===== config.mk =====
export PLATFORM = sky130hd
export DESIGN_NAME = pixel_writeback
export DESIGN_NICKNAME = d
export VERILOG_FILES = /design/src/rtl/idct_pkg.sv /design/src/rtl/pixel_writeback.sv
export VERILOG_INCLUDE_DIRS = /design/src /design/src/rtl
export SDC_FILE = /design/constraint.sdc
export NUM_CORES = 1
export LEC_CHECK = 0
export ABC_AREA = 0
export BUFFER_PORTS_ARGS = -buffer_cell sky130_fd_sc_hd__clkbuf_2
export CELL_PAD_IN_SITES_DETAIL_PLACEMENT = 1
export CELL_PAD_IN_SITES_GLOBAL_PLACEMENT = 1
export CORE_AREA = 5 5 98 109
export CTS_BUF_LIST = sky130_fd_sc_hd__clkbuf_8 sky130_fd_sc_hd__clkbuf_16
export DETAILED_ROUTE_END_ITERATION = 10
export DIE_AREA = 0 0 103 114
export PLACE_DENSITY = 0.8
export SLEW_MARGIN = 15
export SYNTH_ARGS = -nofsm -noshare
export SYNTH_HDL_FRONTEND = slang
export SYNTH_SLANG_ARGS = --single-unit

===== constraint.sdc =====
create_clock -name Clock -period 2.7 [get_ports Clock]
set_input_delay 0.54 -clock Clock [delete_from_list [all_inputs] [get_ports Clock]]
set_output_delay 0.54 -clock Clock [all_outputs]
set_load 0.05 [all_outputs]

===== src/rtl/idct_defs.svh =====
// IDCT geometry and SRAM map
`ifndef IDCT_DEFS_SVH
`define IDCT_DEFS_SVH

// plane size in 8x8 blocks
`define IMG_W_BLOCKS 2
`define IMG_H_BLOCKS 2

// word addresses of the two SRAM regions
`define COEF_BASE 18'd0
`define PIX_BASE 18'd16384

// arithmetic right shifts after each pass
`define T_SHIFT 8
`define S_SHIFT 16

`endif


===== src/rtl/idct_pkg.sv =====
// IDCT shared types
package idct_pkg;

	typedef struct packed {
		logic [7:0] hi; // even column
		logic [7:0] lo;
	} pixel_pair_t;

	// one SRAM word, read as a coefficient or written as a pixel pair
	typedef union packed {
		logic signed [15:0] coef;
		pixel_pair_t pair;
	} sram_word_u;

	typedef struct packed {
		logic [17:0] addr;
		sram_word_u wdata;
		logic we_n;
	} sram_req_t;

	typedef struct packed {
		logic [6:0] addr;
		logic signed [31:0] wdata;
		logic we;
	} dp_port_t;

	typedef logic signed [15:0] coef_t;

endpackage


===== src/rtl/pixel_writeback.sv =====
// pixel write-back stage
`timescale 1ns/1ps
`include "idct_defs.svh"

module pixel_writeback (
	input  logic                Clock,
	input  logic                Resetn,
	input  logic                calc_done_i,
	input  logic signed [31:0]  pix_q_i,
	output idct_pkg::dp_port_t  pix_rd_o,
	output idct_pkg::sram_req_t sram_req_o,
	output logic                wb_done_o
);
	import idct_pkg::*;

	localparam logic [17:0] HALF_W = 18'(4 * `IMG_W_BLOCKS);
	localparam logic [7:0] LAST_BCOL = 8'(`IMG_W_BLOCKS - 1);
	localparam logic [7:0] LAST_BROW = 8'(`IMG_H_BLOCKS - 1);

	typedef enum logic {S_IDLE, S_RUN} state_t;

	state_t state;
	logic [7:0] brow;
	logic [7:0] bcol;
	logic [6:0] cnt;
	logic [1:0] vld;
	logic [5:0] rd_addr;
	logic [5:0] idx1;
	logic [17:0] pix_row;
	logic [17:0] pix_col;
	logic [7:0] hi_byte; // held even column
	logic [17:0] wr_addr;
	logic wr_we_n;
	pixel_pair_t wr_pair;

	assign pix_row = 18'({brow, idx1[5:3]});
	assign pix_col = 18'({bcol, idx1[2:1]});

	always_ff @(posedge Clock or negedge Resetn) begin
		if (~Resetn) begin
			state <= S_IDLE;
			brow <= '0;
			bcol <= '0;
			cnt <= '0;
			vld <= '0;
			wr_addr <= `PIX_BASE;
			wr_we_n <= 1'b1;
			wb_done_o <= 1'b0;
		end else begin
			wr_we_n <= 1'b1;
			wb_done_o <= 1'b0;
			vld <= {vld[0], 1'b0};
			case (state)
				S_IDLE: if (calc_done_i) begin
					cnt <= '0;
					state <= S_RUN;
				end
				S_RUN: begin
					if (!cnt[6]) begin
						cnt <= cnt + 7'd1;
						vld[0] <= 1'b1;
					end
					if (vld[1] && idx1[0]) begin
						wr_addr <= `PIX_BASE + pix_row * HALF_W + pix_col;
						wr_we_n <= 1'b0;
					end
					if (vld[1] && idx1 == 6'd63) begin
						wb_done_o <= 1'b1;
						state <= S_IDLE;
						if (bcol == LAST_BCOL) begin
							bcol <= '0;
							brow <= (brow == LAST_BROW) ? 8'd0 : brow + 8'd1;
						end else begin
							bcol <= bcol + 8'd1;
						end
					end
				end
				default: state <= S_IDLE;
			endcase
		end
	end

	always_ff @(posedge Clock) begin
		if (state == S_RUN && !cnt[6]) begin
			rd_addr <= cnt[5:0];
		end
		idx1 <= rd_addr;
		if (vld[1] && !idx1[0]) begin
			hi_byte <= pix_q_i[7:0];
		end
		if (vld[1] && idx1[0]) begin
			wr_pair <= '{hi: hi_byte, lo: pix_q_i[7:0]};
		end
	end

	assign pix_rd_o = '{addr: {1'b0, rd_addr}, wdata: 32'sd0, we: 1'b0};

	always_comb begin
		sram_req_o.addr = wr_addr;
		sram_req_o.wdata.pair = wr_pair;
		sram_req_o.we_n = wr_we_n;
	end

endmodule


==> impl_metrics.json <==
{
  "status": "completed",
  "rows": 38,
  "drt-met1-wl_um": 3080,
  "start_util_pct": 37.6,
  "tightest_slew_ns": 0.735,
  "die_h_um": 114,
  "slew-limit-headroom_pct": 50.9,
  "slew_viol_final": 0,
  "ys_types": 45,
  "crit_path_max_fanout": 10,
  "crit_start": "bcol[3]$_DFFE_PN0P_",
  "netlist_area_sq_um": 3620,
  "coreArea_sq_um": 9600,
  "drtPass1Iterations": 4,
  "ctsResizeCount": 0,
  "r2r_end": "brow[5]$_DFFE_PN0P_",
  "final_area_sq_um": 4060,
  "hold_violations": 0,
  "cp-start-kind": "flip-flop",
  "syn_inst": 309,
  "r2r-start": "bcol[3]$_DFFE_PN0P_",
  "antenna_found_initial": 0,
  "endpoint": "brow[5]$_DFFE_PN0P_",
  "cts_buffer_depth": 2,
  "slowest_stage": "or4_4",
  "grt_max_degree": 28,
  "ys_warn_count": 0,
  "post_cts_buffers": 0,
  "port_buffers": 50,
  "setup_violations": 0,
  "power.share.switching_pct": 42.8,
  "reg2reg_depth": 5,
  "crit_buf_inv": 0,
  "drtIter0Drc": 97,
  "dp_hpwl_um": 6200,
  "cp.arrival_ns": 2.40,
  "io_pins": 111,
  "end_kind": "flip-flop",
  "cts-buffers-inserted": 9,
  "dpl_cell_area_sq_um": 3880,
  "vias_per_cell": 4.84,
  "fin_crit_ns": 2.13,
  "wl_met2_um": 4330,
  "dr.max_layer_used": "met4",
  "worst_clock_skew_ns": 0.0131,
  "leakagePower_nw": 1.87,
  "grt_pass1_vias": 2657,
  "diodes": 0,
  "cp.depth": 5,
  "rrSetupSlack_ns": 0.57,
  "ys_ff_latch": 80,
  "wire_per_inst_um": 16.2,
  "clk_pin_slew_ns": 0.08,
  "ant_nets": 0,
  "final_cell_mix": "clkbuf_2, dfrtp_1, nand2_1",
  "grt_usage_pct": 14.4,
  "wl_um": 7960,
  "post_route_cells_drive_above_1_share_pct": 22.6,
  "seqPwrFrac_pct": 45.7,
  "p_int_mw": 2.36,
  "maxClockFrequency_ghz": 0.469,
  "gp_congestion": 0.782,
  "clock_latency_ns": 0.36,
  "htreeDepth": 3,
  "switchingPower_mw": 1.77,
  "routed-wl-met3_um": 319,
  "crit_family": "simple AND/OR/NAND/NOR gates",
  "min_path_type": "primary input to asynchronous set/reset pin",
  "critPathKind": "flip-flop to flip-flop",
  "synth.avg_cell_area_sq_um": 11.7,
  "grt_pass1_wl_um": 13000,
  "peakVddDrop_mv": 0.342,
  "powerDensity_nw_per_um2": 1020,
  "seq_area_frac_synth_pct": 58.8,
  "cts_sinks": 80,
  "rsz0062_at_grt": "false",
  "layout.nets": 414,
  "min_period_over_period_pct": 79.0,
  "drc": 0,
  "hold_buffers": 0,
  "crit_required_ns": 2.96,
  "cap_violations": 0,
  "grt-ovfl-total": 0,
  "area_delta_synth_final_pct": 12.4,
  "final_common_cell": "clkbuf_2",
  "path_cells": "or4_4 > nor4b_4 > nand2_4 > or2_4 > o31ai_2",
  "cpPeakStageDelay_ns": 0.55,
  "cts-root-buf": "clkbuf_8",
  "vias": 2378,
  "die_area_sq_um": 11700,
  "p_clk_share_pct": 20.4,
  "die_width_um": 103,
  "combPwrFrac_pct": 33.9,
  "cts_tree": "done",
  "fin_tns_setup_ns": 0
}
power by group through the flow:
stage / sequential (mW) / combinational (mW) / clock [mW]
3_5_place_dp: 1.93 / 1.42 / 0
3_3_place_gp: 1.87 / 1.35 / 0
4_1_cts: 1.90 / 1.42 / 0.870
2_1_floorplan: 2.35 / 0.610 / 0
6_report: 1.89 / 1.40 / 0.843
5_1_grt: 1.93 / 1.51 / 0.915
state kept, by name, indices dropped and copies added (netlist names):
| register | flops |
|---|---|
| state | 1 |
| wr_we_n | 1 |
| wr_addr | 16 |
| bcol | 8 |
| idx1 | 6 |
| hi_byte | 8 |
| rd_addr | 6 |
| cnt | 7 |
| sram_req_o | 16 |
| vld | 2 |
| brow | 8 |
| wb_done_o | 1 |
worst reg2reg max path: stages (launching register included):
cell and delay (ns):
dfrtp_1 0.46, or4_4 0.55, nor4b_4 0.37, nand2_4 0.15
or2_4 0.32, o31ai_2 0.18
cell type report:
type | count | area (sq um)
Sequential cell | 80 | 2120
Multi-Input combinational cell | 210 | 1280
Inverter | 10 | 37.5
Clock inverter | 7 | 63.8
Timing Repair Buffer | 55 | 288
Tap cell | 120 | 150
Fill cell | 1075 | 5540
Clock buffer | 9 | 124
synth_stat cells (all sizes together):
library cell	count	share of area (%)
xor2	8	1.9
a41oi	2	0.48
a22o	1	0.24
clkbuf	5	0.52
a31oi	6	1.0
inv	10	1.0
nand2	40	4.4
nor4b	1	0.66
or4	1	0.31
a21oi	7	0.97
nor3	5	0.69
conb	1	0.10
nand4	5	0.87
o21bai	1	0.21
fa	1	0.55
nor2b	3	0.52
xnor2	8	1.9
dfrtp	42	29
o32a	1	0.28
nor4	3	0.93
a31o	1	0.24
ha	12	4.2
dfxtp	6	3.3
nand3	8	1.1
nand2b	3	0.52
a21boi	1	0.21
o211ai	2	0.42
buf	39	8.0
and2	1	0.17
o21ai	23	3.2
and3	5	0.87
o31ai	6	1.8
a21o	5	1.0
edfxtp	30	25
dfstp	2	1.5
nor2	11	1.1
or2	2	0.42
mux2	1	0.31
worst min path at each step:
stage | start | end | slack, ns | cells past startpoint
2_1_floorplan | Resetn | bcol[0]$_DFFE_PN0P_ | 0.24 | 0
3_3_place_gp | vld[0]$_DFF_PN0_ | vld[1]$_DFF_PN0_ | 0.34 | 0
3_5_place_dp | vld[0]$_DFF_PN0_ | vld[1]$_DFF_PN0_ | 0.35 | 0
4_1_cts | Resetn | wr_addr[3]$_DFFE_PN0P_ | 0.12 | 1
5_1_grt | Resetn | wr_addr[3]$_DFFE_PN0P_ | 0.15 | 1
6_report | Resetn | wr_addr[0]$_DFFE_PN0P_ | 0.12 | 1
routing by layer:
metal | track usage [%] | vias to the layer above
li1 | - | 1121
met1 | 15.5 | 1166
met2 | 26.3 | 72
met3 | 2.75 | 19
met4 | 7.51 | 0
met5 | 0 | -
kinds of logic after synthesis:
group,synth area share [%]
buffers and inverters,9.58
xor gates and xnor gates,3.88
AOI/OAI and AO/OA,10.1
adders and majority gates,4.71
other,0.104
DFF,58.8
muxes,0.311
and+or+nand+nor,12.6
metrics by stage:
step	hold slack [ns]	util, %	instances	worst slack [ns]	total power [mW]
after floorplan	0.244	-	344	0.760	2.96
after global placement	0.335	40.4	475	0.631	3.22
after detailed placement	0.350	40.4	475	0.567	3.34
after CTS	0.120	42.3	491	0.541	4.19
after global routing	0.151	42.3	491	0.417	4.35
final	0.118	42.3	491	0.567	4.13
Note: power is estimated with default switching activity, not from simulation.
