[src/rtl/idct_defs.svh]
// IDCT geometry and SRAM map
`ifndef IDCT_DEFS_SVH
`define IDCT_DEFS_SVH

// plane size in 8x8 blocks
`define IMG_W_BLOCKS 2
`define IMG_H_BLOCKS 2

// word addresses of the two SRAM regions
`define COEF_BASE 18'd0
`define PIX_BASE 18'd16384

// arithmetic right shifts after each pass
`define T_SHIFT 8
`define S_SHIFT 16

`endif

[src/rtl/idct_pkg.sv]
// IDCT shared types
package idct_pkg;

	typedef struct packed {
		logic [7:0] hi; // even column
		logic [7:0] lo;
	} pixel_pair_t;

	// one SRAM word, read as a coefficient or written as a pixel pair
	typedef union packed {
		logic signed [15:0] coef;
		pixel_pair_t pair;
	} sram_word_u;

	typedef struct packed {
		logic [17:0] addr;
		sram_word_u wdata;
		logic we_n;
	} sram_req_t;

	typedef struct packed {
		logic [6:0] addr;
		logic signed [31:0] wdata;
		logic we;
	} dp_port_t;

	typedef logic signed [15:0] coef_t;

endpackage

[src/rtl/block_fetch.sv]
// coefficient fetch stage
`timescale 1ns/1ps
`include "idct_defs.svh"

module block_fetch (
	input  logic                 Clock,
	input  logic                 Resetn,
	input  logic                 start_i,
	input  logic                 wb_done_i,
	input  idct_pkg::sram_req_t  wb_req_i,
	input  idct_pkg::sram_word_u sram_rdata_i,
	output idct_pkg::sram_req_t  sram_req_o,
	output idct_pkg::dp_port_t   buf_o,
	output logic                 fetch_busy_o,
	output logic                 fetch_done_o,
	output logic                 done_o
);
	import idct_pkg::*;

	localparam logic [17:0] ROW_W = 18'(8 * `IMG_W_BLOCKS);
	localparam logic [7:0] LAST_BCOL = 8'(`IMG_W_BLOCKS - 1);
	localparam logic [7:0] LAST_BROW = 8'(`IMG_H_BLOCKS - 1);

	typedef enum logic [1:0] {S_IDLE, S_FETCH, S_WAIT} state_t;

	state_t state;
	logic [7:0] brow;
	logic [7:0] bcol;
	logic [6:0] cnt; // reads issued
	logic [1:0] vld; // sram latency pipe
	logic [5:0] idx0;
	logic [5:0] idx1;
	logic [17:0] rd_addr;
	logic [17:0] row;
	logic [17:0] col;
	logic buf_we;
	logic [5:0] buf_addr;
	logic signed [31:0] buf_wdata;
	sram_req_t own_req;

	assign row = 18'({brow, cnt[5:3]});
	assign col = 18'({bcol, cnt[2:0]});

	always_ff @(posedge Clock or negedge Resetn) begin
		if (~Resetn) begin
			state <= S_IDLE;
			brow <= '0;
			bcol <= '0;
			cnt <= '0;
			vld <= '0;
			rd_addr <= `COEF_BASE;
			buf_we <= 1'b0;
			fetch_done_o <= 1'b0;
			done_o <= 1'b0;
		end else begin
			fetch_done_o <= 1'b0;
			done_o <= 1'b0;
			vld <= {vld[0], 1'b0};
			buf_we <= vld[1];
			case (state)
				S_IDLE: if (start_i) begin
					brow <= '0;
					bcol <= '0;
					cnt <= '0;
					state <= S_FETCH;
				end
				S_FETCH: begin
					if (!cnt[6]) begin
						rd_addr <= `COEF_BASE + row * ROW_W + col;
						cnt <= cnt + 7'd1;
						vld[0] <= 1'b1;
					end else if (vld == 2'b00 && !buf_we) begin
						fetch_done_o <= 1'b1; // last buffer write has landed
						state <= S_WAIT;
					end
				end
				S_WAIT: if (wb_done_i) begin
					cnt <= '0;
					if (bcol == LAST_BCOL) begin
						bcol <= '0;
						if (brow == LAST_BROW) begin
							brow <= '0;
							done_o <= 1'b1;
							state <= S_IDLE;
						end else begin
							brow <= brow + 8'd1;
							state <= S_FETCH;
						end
					end else begin
						bcol <= bcol + 8'd1;
						state <= S_FETCH;
					end
				end
				default: state <= S_IDLE;
			endcase
		end
	end

	always_ff @(posedge Clock) begin
		if (state == S_FETCH && !cnt[6]) begin
			idx0 <= cnt[5:0];
		end
		idx1 <= idx0;
		buf_addr <= idx1;
		buf_wdata <= {{16{sram_rdata_i.coef[15]}}, sram_rdata_i.coef};
	end

	always_comb begin
		own_req = '0;
		own_req.addr = rd_addr;
		own_req.we_n = 1'b1;
	end

	// result stage owns the bus while we wait
	assign sram_req_o = (state == S_WAIT) ? wb_req_i : own_req;
	assign buf_o = '{addr: {1'b0, buf_addr}, wdata: buf_wdata, we: buf_we};
	assign fetch_busy_o = (state == S_FETCH);

endmodule

[config.mk]
export PLATFORM = sky130hd
export DESIGN_NAME = block_fetch
export DESIGN_NICKNAME = d
export VERILOG_FILES = /design/src/rtl/idct_pkg.sv /design/src/rtl/block_fetch.sv
export VERILOG_INCLUDE_DIRS = /design/src /design/src/rtl
export SDC_FILE = /design/constraint.sdc
export NUM_CORES = 1
export LEC_CHECK = 0
export BUFFER_PORTS_ARGS = -buffer_cell sky130_fd_sc_hd__clkbuf_2
export CAP_MARGIN = 20
export CORE_ASPECT_RATIO = 1.4
export CORE_MARGIN = 3
export CORE_UTILIZATION = 46
export CTS_BUF_LIST = sky130_fd_sc_hd__clkbuf_4
export DETAILED_ROUTE_END_ITERATION = 8
export PLACE_DENSITY_LB_ADDON = 0.2
export SYNTH_ARGS = -nofsm -noshare
export SYNTH_HDL_FRONTEND = slang
export SYNTH_SLANG_ARGS = --single-unit
[constraint.sdc]
create_clock -name Clock -period 1.9 [get_ports Clock]
set_input_delay 0.38 -clock Clock [delete_from_list [all_inputs] [get_ports Clock]]
set_output_delay 0.38 -clock Clock [all_outputs]
set_load 0.02 [all_outputs]
==> flow_summary.ini <==
[run_status]
run_status = finished with violations
failed_checks = setup timing

[power_and_ir_drop]
clockPowerShare = 0.160
power.switching_fraction = 0.368
power_report.internal_total_mw = 3.29
power.density_cell_area_nw_per_um2 = 1090
cellLeakagePower_nw = 2.36
portion_of_total_power_attributed_to_combinational_logic = 0.366
ir_drop_mv = 0.535
sequentialPowerShare = 0.473
total_switching_power_mw = 1.92

[detailed_routing]
detail_route.wirelength_microns = 7960
vias_per_cell = 4.93
routed_wire_length_per_instance_microns = 13.5
route.detailed.drc = 0
drt_pass1_iterations = 4
final_antenna_net_count = 0
routed-via-count = 2903
dr.first_iter.drc_count = 100

[synthesis]
yosys_register_bits = 80
synth_edf_count = 6
avgSynthCellArea_sq_um = 10.5
synthArstFlopShare = 0.575
synth.distinct_cells = 52
synth_sequential_area_ratio = 0.527
post_synth_top_flop = sky130_fd_sc_hd__dfrtp_1
syn-cell-area_sq_um = 3590
post_synth_inst_count = 342
yosys_warnings = 0
mappedNetlistNets = 410

[cells_and_area]
final_net_count = 555
post_route_cells_drive_above_1_share = 0.455
fin_area_sq_um = 4760
layout.filler_cells = 633
num_antenna_cells = 0
area_growth_pct = 32.4
final_cell_count_no_fill = 589

[critical_path]
timing.critical_path.required_ps = 1520
reg_to_reg_startpoint = state[1]$_DFFE_PN0P_
r2r_cells = 6
rr_endpoint = brow[7]$_DFFE_PN0P_
timing.critical_path.from_type = flop
critPathCaptureType = output pin
cp_max_fo = 15
critical_setup_path_class = flop to output pin
setup.reg_to_reg.worst_slack_ps = 20
worst_ep_arrival_time_ps = 1770

[min_path]
min_delay_path_depth = 1
min_to = buf_wdata[3]$_DFF_P_
min-delay-start = sram_rdata_i[3]
hold_class = input port to flop

[grt]
vias_in_the_first_global_route = 2721
global_route.usage.met1 = 0.221
global_route.peak_usage_layer = met2
globalRouteOverflowTotal = 0
grt_antenna_before_repair = 0
grt.met3_usage = 0.0400
grt_pass1_wl_microns = 12600
largest_net_degree_at_the_start_of_global_routing = 29
globalRouteMet2Util = 0.300
gr-usage-all-layers = 0.180

[cts]
cts.path.max_buffers = 2
clock_sinks = 80
cts_max_level = 3
tritoncts_clock_tree = built
clk_latency_ps = 420
clock_root_buffer = sky130_fd_sc_hd__clkbuf_4
numCtsBuffers = 9
clkSlewWorstSetupHoldPaths_ps = 120

[placed_design]
detailed_place_hpwl_microns = 5890
place_inst = 567
place.port_buffers = 131
placement.cell_area_sq_um = 4400
place_congestion = 0.821

[sta]
maxClockFrequency_ghz = 0.466
min_period_over_period = 1.13
final_setup_violation_count = 33
setup_slack_ps = -246
finalClockSkew_ps = 11.4
min_period_ps = 2150
report.final.hold_viol_count = 0
drv_slew = 0
grt_setup_unrepaired = yes
finalHoldWorstSlack_ps = 56.7

[floorplanning]
floorplan.rows = 37
initial_core_util = 0.482
top_level_ports = 133
die_area_sq_um = 8920
chipWidth_microns = 80.7
die-height_microns = 111
core_region_area_sq_um = 7450

[run]
maxCapViolCount = 0
layout by cell type, fill, tap and decap left out, drive strengths merged, types with 3 or more instances in the layout:
master	Yosys	routed
o31ai	3	3
a21oi	11	11
nand2	44	44
xor2	10	10
nor2b	3	3
mux2	16	16
nand3	5	5
dfxtp	28	28
buf	20	60
nor2	18	18
o221ai	3	3
xnor2	3	3
clkbuf	9	111
edfxtp	6	6
or3	6	6
nand2b	5	5
ha	12	12
dfrtp	46	46
o21ai	29	30
clkinv	1	5
and2	19	19
nand4	6	6
inv	8	8
and3	3	3
timing repair:
action | 4_1_cts | 5_1_grt
setup endpoints to repair | 39 | 49
gates resized for setup | 4 | 89
hold buffers | 1 | 0
hold endpoints to repair | 46 | 0
setup buffers | 3 | 1
pin swaps | 0 | 5
cloned | 0 | 1
layer usage:
| metal | vias up | part of all wire |
|---|---|---|
| li1 | 1454 | - |
| met1 | 1338 | 0.41 |
| met2 | 101 | 0.51 |
| met3 | 10 | 0.066 |
| met4 | 0 | 0.017 |
| met5 | - | 0 |
power groups by stage:
stage / sequential [mW] / combinational, mW / clock [mW]
2_1_floorplan: 2.58 / 1.08 / 0
6_report: 2.46 / 1.91 / 0.836
3_5_place_dp: 2.51 / 1.84 / 0
5_1_grt: 2.53 / 2.14 / 0.949
3_3_place_gp: 2.49 / 1.80 / 0
4_1_cts: 2.47 / 1.87 / 0.872
registers in the layout, summed over array words and instances (netlist names):
signal        flops
idx0              6
rd_addr          16
bcol              8
brow              8
buf_we            1
idx1              6
state             2
done_o            1
cnt               7
buf_addr          6
vld               2
fetch_done_o      1
buf_wdata        16
area by class of cell:
type | instances | area (sq um) | share of cell area
clock buffers | 10 | 75.1 | 0.0158
clock inverters | 6 | 36.3 | 0.00763
inverters | 9 | 33.8 | 0.00710
multi-input cells | 225 | 1580 | 0.331
flip-flops and latches | 80 | 1890 | 0.398
well taps | 97 | 121 | 0.0255
repair buffers | 162 | 1020 | 0.215
worst max path at each step:
stage | cells after the start | end | start | slack (ps)
finish | 4 | sram_req_o[19] | state[0]$_DFFE_PN0P_ | -250
global placement | 7 | brow[2]$_DFFE_PN0P_ | brow[1]$_DFFE_PN0P_ | 20
global route | 4 | sram_req_o[20] | state[0]$_DFFE_PN0P_ | -330
floorplan | 8 | brow[7]$_DFFE_PN0P_ | bcol[1]$_DFFE_PN0P_ | 3
CTS | 4 | sram_req_o[22] | state[0]$_DFFE_PN0P_ | -270
detailed placement | 6 | brow[3]$_DFFE_PN0P_ | brow[0]$_DFFE_PN0P_ | -70
critical path, stage by stage (launching register included):
cell                      delay [ps]
sky130_fd_sc_hd__dfrtp_1         410
sky130_fd_sc_hd__and2b_2         270
sky130_fd_sc_hd__buf_12          160
sky130_fd_sc_hd__mux2_2          340
sky130_fd_sc_hd__buf_4           160
synthesized netlist by cell type (all sizes together), types with 3 or more instances:
| cell type | number | area, sq um |
|---|---|---|
| a21oi | 11 | 55.1 |
| and2 | 19 | 119 |
| and3 | 3 | 18.8 |
| buf | 20 | 151 |
| clkbuf | 9 | 33.8 |
| dfrtp | 46 | 1150 |
| dfxtp | 28 | 561 |
| edfxtp | 6 | 180 |
| ha | 12 | 150 |
| inv | 8 | 30.0 |
| mux2 | 16 | 180 |
| nand2 | 44 | 165 |
| nand2b | 5 | 31.3 |
| nand3 | 5 | 25.0 |
| nand4 | 6 | 37.5 |
| nor2 | 18 | 67.6 |
| nor2b | 3 | 18.8 |
| o21ai | 29 | 156 |
| o221ai | 3 | 26.3 |
| o31ai | 3 | 22.5 |
| or3 | 6 | 38.8 |
| xnor2 | 3 | 26.3 |
| xor2 | 10 | 87.6 |
cells by family after synthesis:
kind of cell | Yosys count | synth area share
simple gates | 120 | 0.172
flops | 80 | 0.527
compound gates | 60 | 0.107
buf+inv | 38 | 0.0610
mux | 17 | 0.0529
fa+ha+maj | 13 | 0.0474
xor+xnor | 13 | 0.0317
other cells | 1 | 0.00104
through the flow:
stage	setup WS (ps)	TNS (ps)	utilization	total power [mW]
final	-246	-4060	0.638	5.21
after global routing	-329	-7230	0.638	5.62
after CTS	-273	-5710	0.612	5.21
after detailed placement	-67.2	-209	0.591	4.35
after global placement	18.8	0	0.591	4.30
after floorplan	2.53	0	-	3.66
No activity file was read; power rests on OpenSTA's default activity.
