--- src/rtl/idct_defs.svh ---
// IDCT geometry and SRAM map
`ifndef IDCT_DEFS_SVH
`define IDCT_DEFS_SVH

// plane size in 8x8 blocks
`define IMG_W_BLOCKS 2
`define IMG_H_BLOCKS 2

// word addresses of the two SRAM regions
`define COEF_BASE 18'd0
`define PIX_BASE 18'd16384

// arithmetic right shifts after each pass
`define T_SHIFT 8
`define S_SHIFT 16

`endif

--- src/rtl/idct_pkg.sv ---
// IDCT shared types
package idct_pkg;

	typedef struct packed {
		logic [7:0] hi; // even column
		logic [7:0] lo;
	} pixel_pair_t;

	// one SRAM word, read as a coefficient or written as a pixel pair
	typedef union packed {
		logic signed [15:0] coef;
		pixel_pair_t pair;
	} sram_word_u;

	typedef struct packed {
		logic [17:0] addr;
		sram_word_u wdata;
		logic we_n;
	} sram_req_t;

	typedef struct packed {
		logic [6:0] addr;
		logic signed [31:0] wdata;
		logic we;
	} dp_port_t;

	typedef logic signed [15:0] coef_t;

endpackage

--- src/rtl/idct_coef_rom.sv ---
// IDCT constant table
`timescale 1ns/1ps

module idct_coef_rom (
	input  logic [5:0]      idx0_i,
	input  logic [5:0]      idx1_i,
	output idct_pkg::coef_t c0_o,
	output idct_pkg::coef_t c1_o
);
	import idct_pkg::*;

	// 2048*cos(m*pi/16), m over a full period
	function automatic coef_t cos_q(input logic [4:0] m);
		logic [4:0] f;
		logic neg;
		coef_t mag;
		f = (m > 5'd16) ? 5'(6'd32 - m) : m;
		neg = (f > 5'd8);
		if (neg) begin
			f = 5'd16 - f;
		end
		case (f[3:0])
			4'd0: mag = 16'sd2048;
			4'd1: mag = 16'sd2009;
			4'd2: mag = 16'sd1892;
			4'd3: mag = 16'sd1703;
			4'd4: mag = 16'sd1448;
			4'd5: mag = 16'sd1138;
			4'd6: mag = 16'sd784;
			4'd7: mag = 16'sd400;
			default: mag = 16'sd0;
		endcase
		return neg ? -mag : mag;
	endfunction

	// idx is {row, col}
	function automatic coef_t entry(input logic [5:0] idx);
		logic [6:0] prod;
		prod = {idx[5:3], 1'b1} * idx[2:0]; // (2r+1)k
		return (idx[2:0] == 3'd0) ? 16'sd1448 : cos_q(prod[4:0]);
	endfunction

	assign c0_o = entry(idx0_i);
	assign c1_o = entry(idx1_i);

endmodule

--- src/rtl/idct_matmul.sv ---
// IDCT two-pass multiply stage
`timescale 1ns/1ps
`include "idct_defs.svh"

module idct_matmul (
	input  logic               Clock,
	input  logic               Resetn,
	input  logic               fetch_done_i,
	input  logic signed [31:0] buf_q_i,
	output idct_pkg::dp_port_t buf_o,
	output idct_pkg::dp_port_t pix_o,
	output logic               calc_done_o
);
	import idct_pkg::*;

	typedef enum logic [1:0] {S_IDLE, S_LOAD, S_CALC} state_t;

	state_t state;
	logic pass; // 0 computes T, 1 computes S
	logic [2:0] outer; // S' row, then T column
	logic [2:0] inner; // output index within the line
	logic [1:0] kk; // k pair
	logic [3:0] ld_cnt;
	logic [1:0] vld;
	logic [2:0] idx0;
	logic [2:0] idx1;
	logic signed [31:0] vec [8]; // current line of operands
	logic signed [31:0] acc;
	logic signed [31:0] prod0;
	logic signed [31:0] prod1;
	logic signed [31:0] sum_nxt;
	logic signed [31:0] t_val;
	logic signed [31:0] s_val;
	logic [7:0] pix_val;
	coef_t c0;
	coef_t c1;
	logic buf_we;
	logic [6:0] buf_addr;
	logic signed [31:0] buf_wdata;
	logic pix_we;
	logic [6:0] pix_addr;
	logic [7:0] pix_byte;

	// both passes index C as [k][inner]
	idct_coef_rom u_rom (
		.idx0_i ({kk, 1'b0, inner}),
		.idx1_i ({kk, 1'b1, inner}),
		.c0_o   (c0),
		.c1_o   (c1)
	);

	assign prod0 = vec[{kk, 1'b0}] * c0; // even k
	assign prod1 = vec[{kk, 1'b1}] * c1; // odd k
	assign sum_nxt = ((kk == 2'd0) ? 32'sd0 : acc) + prod0 + prod1;
	assign t_val = sum_nxt >>> `T_SHIFT;
	assign s_val = sum_nxt >>> `S_SHIFT;

	always_comb begin
		if (s_val < 0) begin
			pix_val = 8'd0;
		end else if (s_val > 255) begin
			pix_val = 8'd255;
		end else begin
			pix_val = s_val[7:0];
		end
	end

	always_ff @(posedge Clock or negedge Resetn) begin
		if (~Resetn) begin
			state <= S_IDLE;
			pass <= 1'b0;
			outer <= '0;
			inner <= '0;
			kk <= '0;
			ld_cnt <= '0;
			vld <= '0;
			buf_we <= 1'b0;
			pix_we <= 1'b0;
			calc_done_o <= 1'b0;
		end else begin
			buf_we <= 1'b0;
			pix_we <= 1'b0;
			calc_done_o <= 1'b0;
			vld <= {vld[0], 1'b0};
			case (state)
				S_IDLE: if (fetch_done_i) begin
					pass <= 1'b0;
					outer <= '0;
					ld_cnt <= '0;
					state <= S_LOAD;
				end
				S_LOAD: begin
					if (!ld_cnt[3]) begin
						ld_cnt <= ld_cnt + 4'd1;
						vld[0] <= 1'b1;
					end
					if (vld[1] && idx1 == 3'd7) begin
						kk <= '0;
						inner <= '0;
						state <= S_CALC;
					end
				end
				S_CALC: begin
					kk <= kk + 2'd1;
					if (kk == 2'd3) begin
						buf_we <= ~pass;
						pix_we <= pass;
						inner <= inner + 3'd1;
						if (inner == 3'd7) begin
							ld_cnt <= '0;
							outer <= outer + 3'd1;
							if (outer != 3'd7) begin
								state <= S_LOAD;
							end else if (!pass) begin
								pass <= 1'b1;
								state <= S_LOAD;
							end else begin
								calc_done_o <= 1'b1;
								state <= S_IDLE;
							end
						end
					end
				end
				default: state <= S_IDLE;
			endcase
		end
	end

	always_ff @(posedge Clock) begin
		if (state == S_LOAD && !ld_cnt[3]) begin
			// S' row at 8i+n, T column at 64+8n+j
			buf_addr <= pass ? {1'b1, ld_cnt[2:0], outer} : {1'b0, outer, ld_cnt[2:0]};
			idx0 <= ld_cnt[2:0];
		end else if (state == S_CALC && kk == 2'd3) begin
			buf_addr <= {1'b1, outer, inner}; // T[i][j]
		end
		idx1 <= idx0;
		if (vld[1]) begin
			vec[idx1] <= buf_q_i;
		end
		if (state == S_CALC) begin
			acc <= sum_nxt;
		end
		buf_wdata <= t_val;
		pix_addr <= {1'b0, inner, outer}; // S[i][j] at 8i+j
		pix_byte <= pix_val;
	end

	assign buf_o = '{addr: buf_addr, wdata: buf_wdata, we: buf_we};
	assign pix_o = '{addr: pix_addr, wdata: {24'd0, pix_byte}, we: pix_we};

endmodule

--- config.mk ---
export PLATFORM = sky130hd
export DESIGN_NAME = idct_matmul
export DESIGN_NICKNAME = d
export VERILOG_FILES = /design/src/rtl/idct_pkg.sv /design/src/rtl/idct_coef_rom.sv /design/src/rtl/idct_matmul.sv
export VERILOG_INCLUDE_DIRS = /design/src /design/src/rtl
export SDC_FILE = /design/constraint.sdc
export NUM_CORES = 2
export LEC_CHECK = 0
export BUFFER_PORTS_ARGS = -buffer_cell sky130_fd_sc_hd__clkbuf_2
export CORE_UTILIZATION = 60
export DETAILED_ROUTE_END_ITERATION = 7
export PLACE_DENSITY = 0.77
export SYNTH_ARGS = -nofsm -noshare
export SYNTH_HDL_FRONTEND = slang
export SYNTH_SLANG_ARGS = --single-unit
--- constraint.sdc ---
create_clock -name Clock -period 20.5 [get_ports Clock]
set_input_delay 4.1 -clock Clock [delete_from_list [all_inputs] [get_ports Clock]]
set_output_delay 4.1 -clock Clock [all_outputs]
set_load 0.01 [all_outputs]
==> out/results.tsv <==
metric	value	unit
cp.required	20940	ps
fp.dieH	259	µm
firstDrtPassIters	6	
final.setup.tns	0	ps
start_util	0.611	
grt_usage	0.321	
portBuffers	90	
synthArstFlopShare	0.0557	
yosys_warnings	0	
worst_slew_pin_slew	1370	ps
netlist_instances	3827	
drive_above_1_share	0.0910	
synthMuxAreaShare	0.0386	
maxSlewHeadroom	0.0799	
path_clk_slew	60	ps
first_iter_violations	2370	
cts.sink_count	359	
postRouteAntennaNets	0	
hold_buffers	0	
hold_violations	0	
rsz0062_at_grt	false	
ys.flop_type	edfxtp_1	
ys_ff_latch	359	
r2r_end	pix_byte[0]$_SDFF_PP0_	
hold_path.startpoint	idx0[1]$_DFFE_PP_	
rr_startpoint	inner[1]$_DFFE_PN0P_	
h-tree-depth	2	
synth-edff-count	298	
critPathKind	register to register	
clock_latency	590	ps
die_area	67200	µm²
synth_compound_area_frac	0.0530	
drv_cap	0	
grt_overflow	0	
synth_cell_type_count	96	
max_clock_freq	0.0693	GHz
ys_seq_area_frac	0.259	
setup_violations	0	
syn_area_per_cell	10.4	µm²
die_w	259	µm
grt_pass1_vias	29700	
synth_top_family_by_area	adder cells	
final_common_cell	inv_1	
num_vias	27800	
synth_adder_area_share	0.399	
cp_max_fo	24	
ctsResizeCount	0	
coreArea	64900	µm²
wire_per_inst	21.9	µm
layout_common_cells	770 x inv_1, 697 x fa_1, 407 x nor2_1	
synth_xor_area_frac	0.0299	
vias_per_cell	5.88	
fin_crit	14440	ps
r2r_slack	6060	ps
status	completed	
ff2ff_path_depth	44	
slew_violations	0	
post-cts-setup-buffers	0	
gp_congestion	0.959	
area_delta_synth_final	6.53	%
drc	0	
fin_nets	4730	
cts-root-buf	clkbuf_16	
max_stage_delay	860	ps
critPathCaptureType	register	
slowest_stage	a2111oi_0	
clockBufferDepth	3	
post-route-period-util	0.704	
hpwlAfterDp	80.3	mm
grt_max_degree	53	
synthSimpleGateAreaFrac	0.124	
routed_wl	104	mm
antenna_found_initial	0	
cts_tree	yes	
grt_pass1_wl	163	mm
io_pins	116	
fin_skew	33.4	ps
synth_area	39700	µm²
fin_util	0.651	
hold_depth	0	
hold_path_class	register to register	
hold_end	idx1[1]$_DFF_P_	
antenna_cells	0	
cp-start-kind	register	
cp_common_cell	fa_1	
row_count	93	
tritoncts.num_buffers	39	
cp.arrival	14870	ps
[cell families after synthesis]
family,Yosys count
compound gates,318
buf+inv,974
simple gates,1101
fa+ha+maj,847
mux,114
other cells,1
flops,359
xor+xnor,113
[Yosys cell counts (12+ instances only)]
| library cell | number | area share |
|---|---|---|
| or2_2 | 24 | 0.0038 |
| dfxtp_1 | 41 | 0.021 |
| edfxtp_1 | 298 | 0.23 |
| a21o_1 | 19 | 0.0036 |
| xnor2_1 | 71 | 0.016 |
| xor2_1 | 27 | 0.0060 |
| nand2_1 | 345 | 0.033 |
| o21a_1 | 25 | 0.0047 |
| buf_4 | 36 | 0.0068 |
| nand2b_1 | 60 | 0.0095 |
| mux2i_1 | 44 | 0.011 |
| mux4_2 | 27 | 0.015 |
| buf_1 | 16 | 0.0015 |
| clkbuf_1 | 137 | 0.013 |
| nand3_1 | 43 | 0.0054 |
| nor2_1 | 415 | 0.039 |
| mux2_2 | 43 | 0.012 |
| nor3_1 | 29 | 0.0037 |
| o21ai_0 | 69 | 0.0087 |
| and2_1 | 49 | 0.0077 |
| nor2b_1 | 53 | 0.0084 |
| xnor3_1 | 12 | 0.0068 |
| a21oi_1 | 65 | 0.0082 |
| o21ai_1 | 24 | 0.0030 |
| and3_1 | 28 | 0.0044 |
| ha_1 | 149 | 0.047 |
| nand4_1 | 16 | 0.0025 |
| dfrtp_1 | 20 | 0.013 |
| fa_1 | 697 | 0.35 |
| inv_1 | 770 | 0.073 |
[per-stage QoR]
stage / hold slack, ps / area (µm²) / std cells / setup WS [ps]
2_1_floorplan: 323 / 39800 / 3851 / 5290
3_3_place_gp: 327 / 41000 / 4663 / 6220
3_5_place_dp: 329 / 41000 / 4663 / 5820
4_1_cts: 342 / 42300 / 4734 / 5730
5_1_grt: 353 / 42300 / 4734 / 5160
6_report: 340 / 42300 / 4734 / 6060
[registers in the layout (all words and copies together), names as in the netlist, 4 cells and up]
signal     count
ld_cnt         4
buf_wdata     24
pix_addr       6
buf_addr       7
acc           32
vec          256
pix_byte       8
[routing by layer]
layer,up-vias,track usage,wire (µm)
met5,-,0,0
met3,411,0.0485,7530
li1,11900,-,-
met1,14200,0.370,35400
met4,0,0.243,9100
met2,1365,0.544,51800
[worst max-delay path by stage]
stage                          from                      to  slack, ps  depth (start not counted)
6_report       inner[1]$_DFFE_PN0P_  pix_byte[0]$_SDFF_PP0_       6060                         44
2_1_floorplan     kk[0]$_DFFE_PN0P_  pix_byte[0]$_SDFF_PP0_       5290                         54
3_5_place_dp   inner[1]$_DFFE_PN0P_  pix_byte[0]$_SDFF_PP0_       5820                         43
4_1_cts        inner[1]$_DFFE_PN0P_  pix_byte[1]$_SDFF_PP0_       5730                         43
5_1_grt        inner[1]$_DFFE_PN0P_  pix_byte[4]$_SDFF_PP0_       5160                         44
3_3_place_gp   inner[1]$_DFFE_PN0P_  pix_byte[1]$_SDFF_PP0_       6220                         44
[final cells by class]
cell class	count	area [µm²]
Sequential cell	359	10300
Inverter	772	2900
Clock buffer	47	1030
Fill cell	5040	22700
Tap cell	855	1070
Multi-Input combinational cell	2518	25800
Timing Repair Buffer	159	968
Clock inverter	24	220
[critical path: cells and delay by family (launching register included)]
kind | cells | cell delay [ps]
compound gates | 14 | 3980
buf+inv | 8 | 900
xor+xnor | 3 | 940
simple gates | 7 | 2150
flops | 1 | 690
fa+ha+maj | 12 | 5610
Power is left out: the tool's default activity adds up to more than one toggle a clock period on the data nets, which glitch-free logic cannot reach.
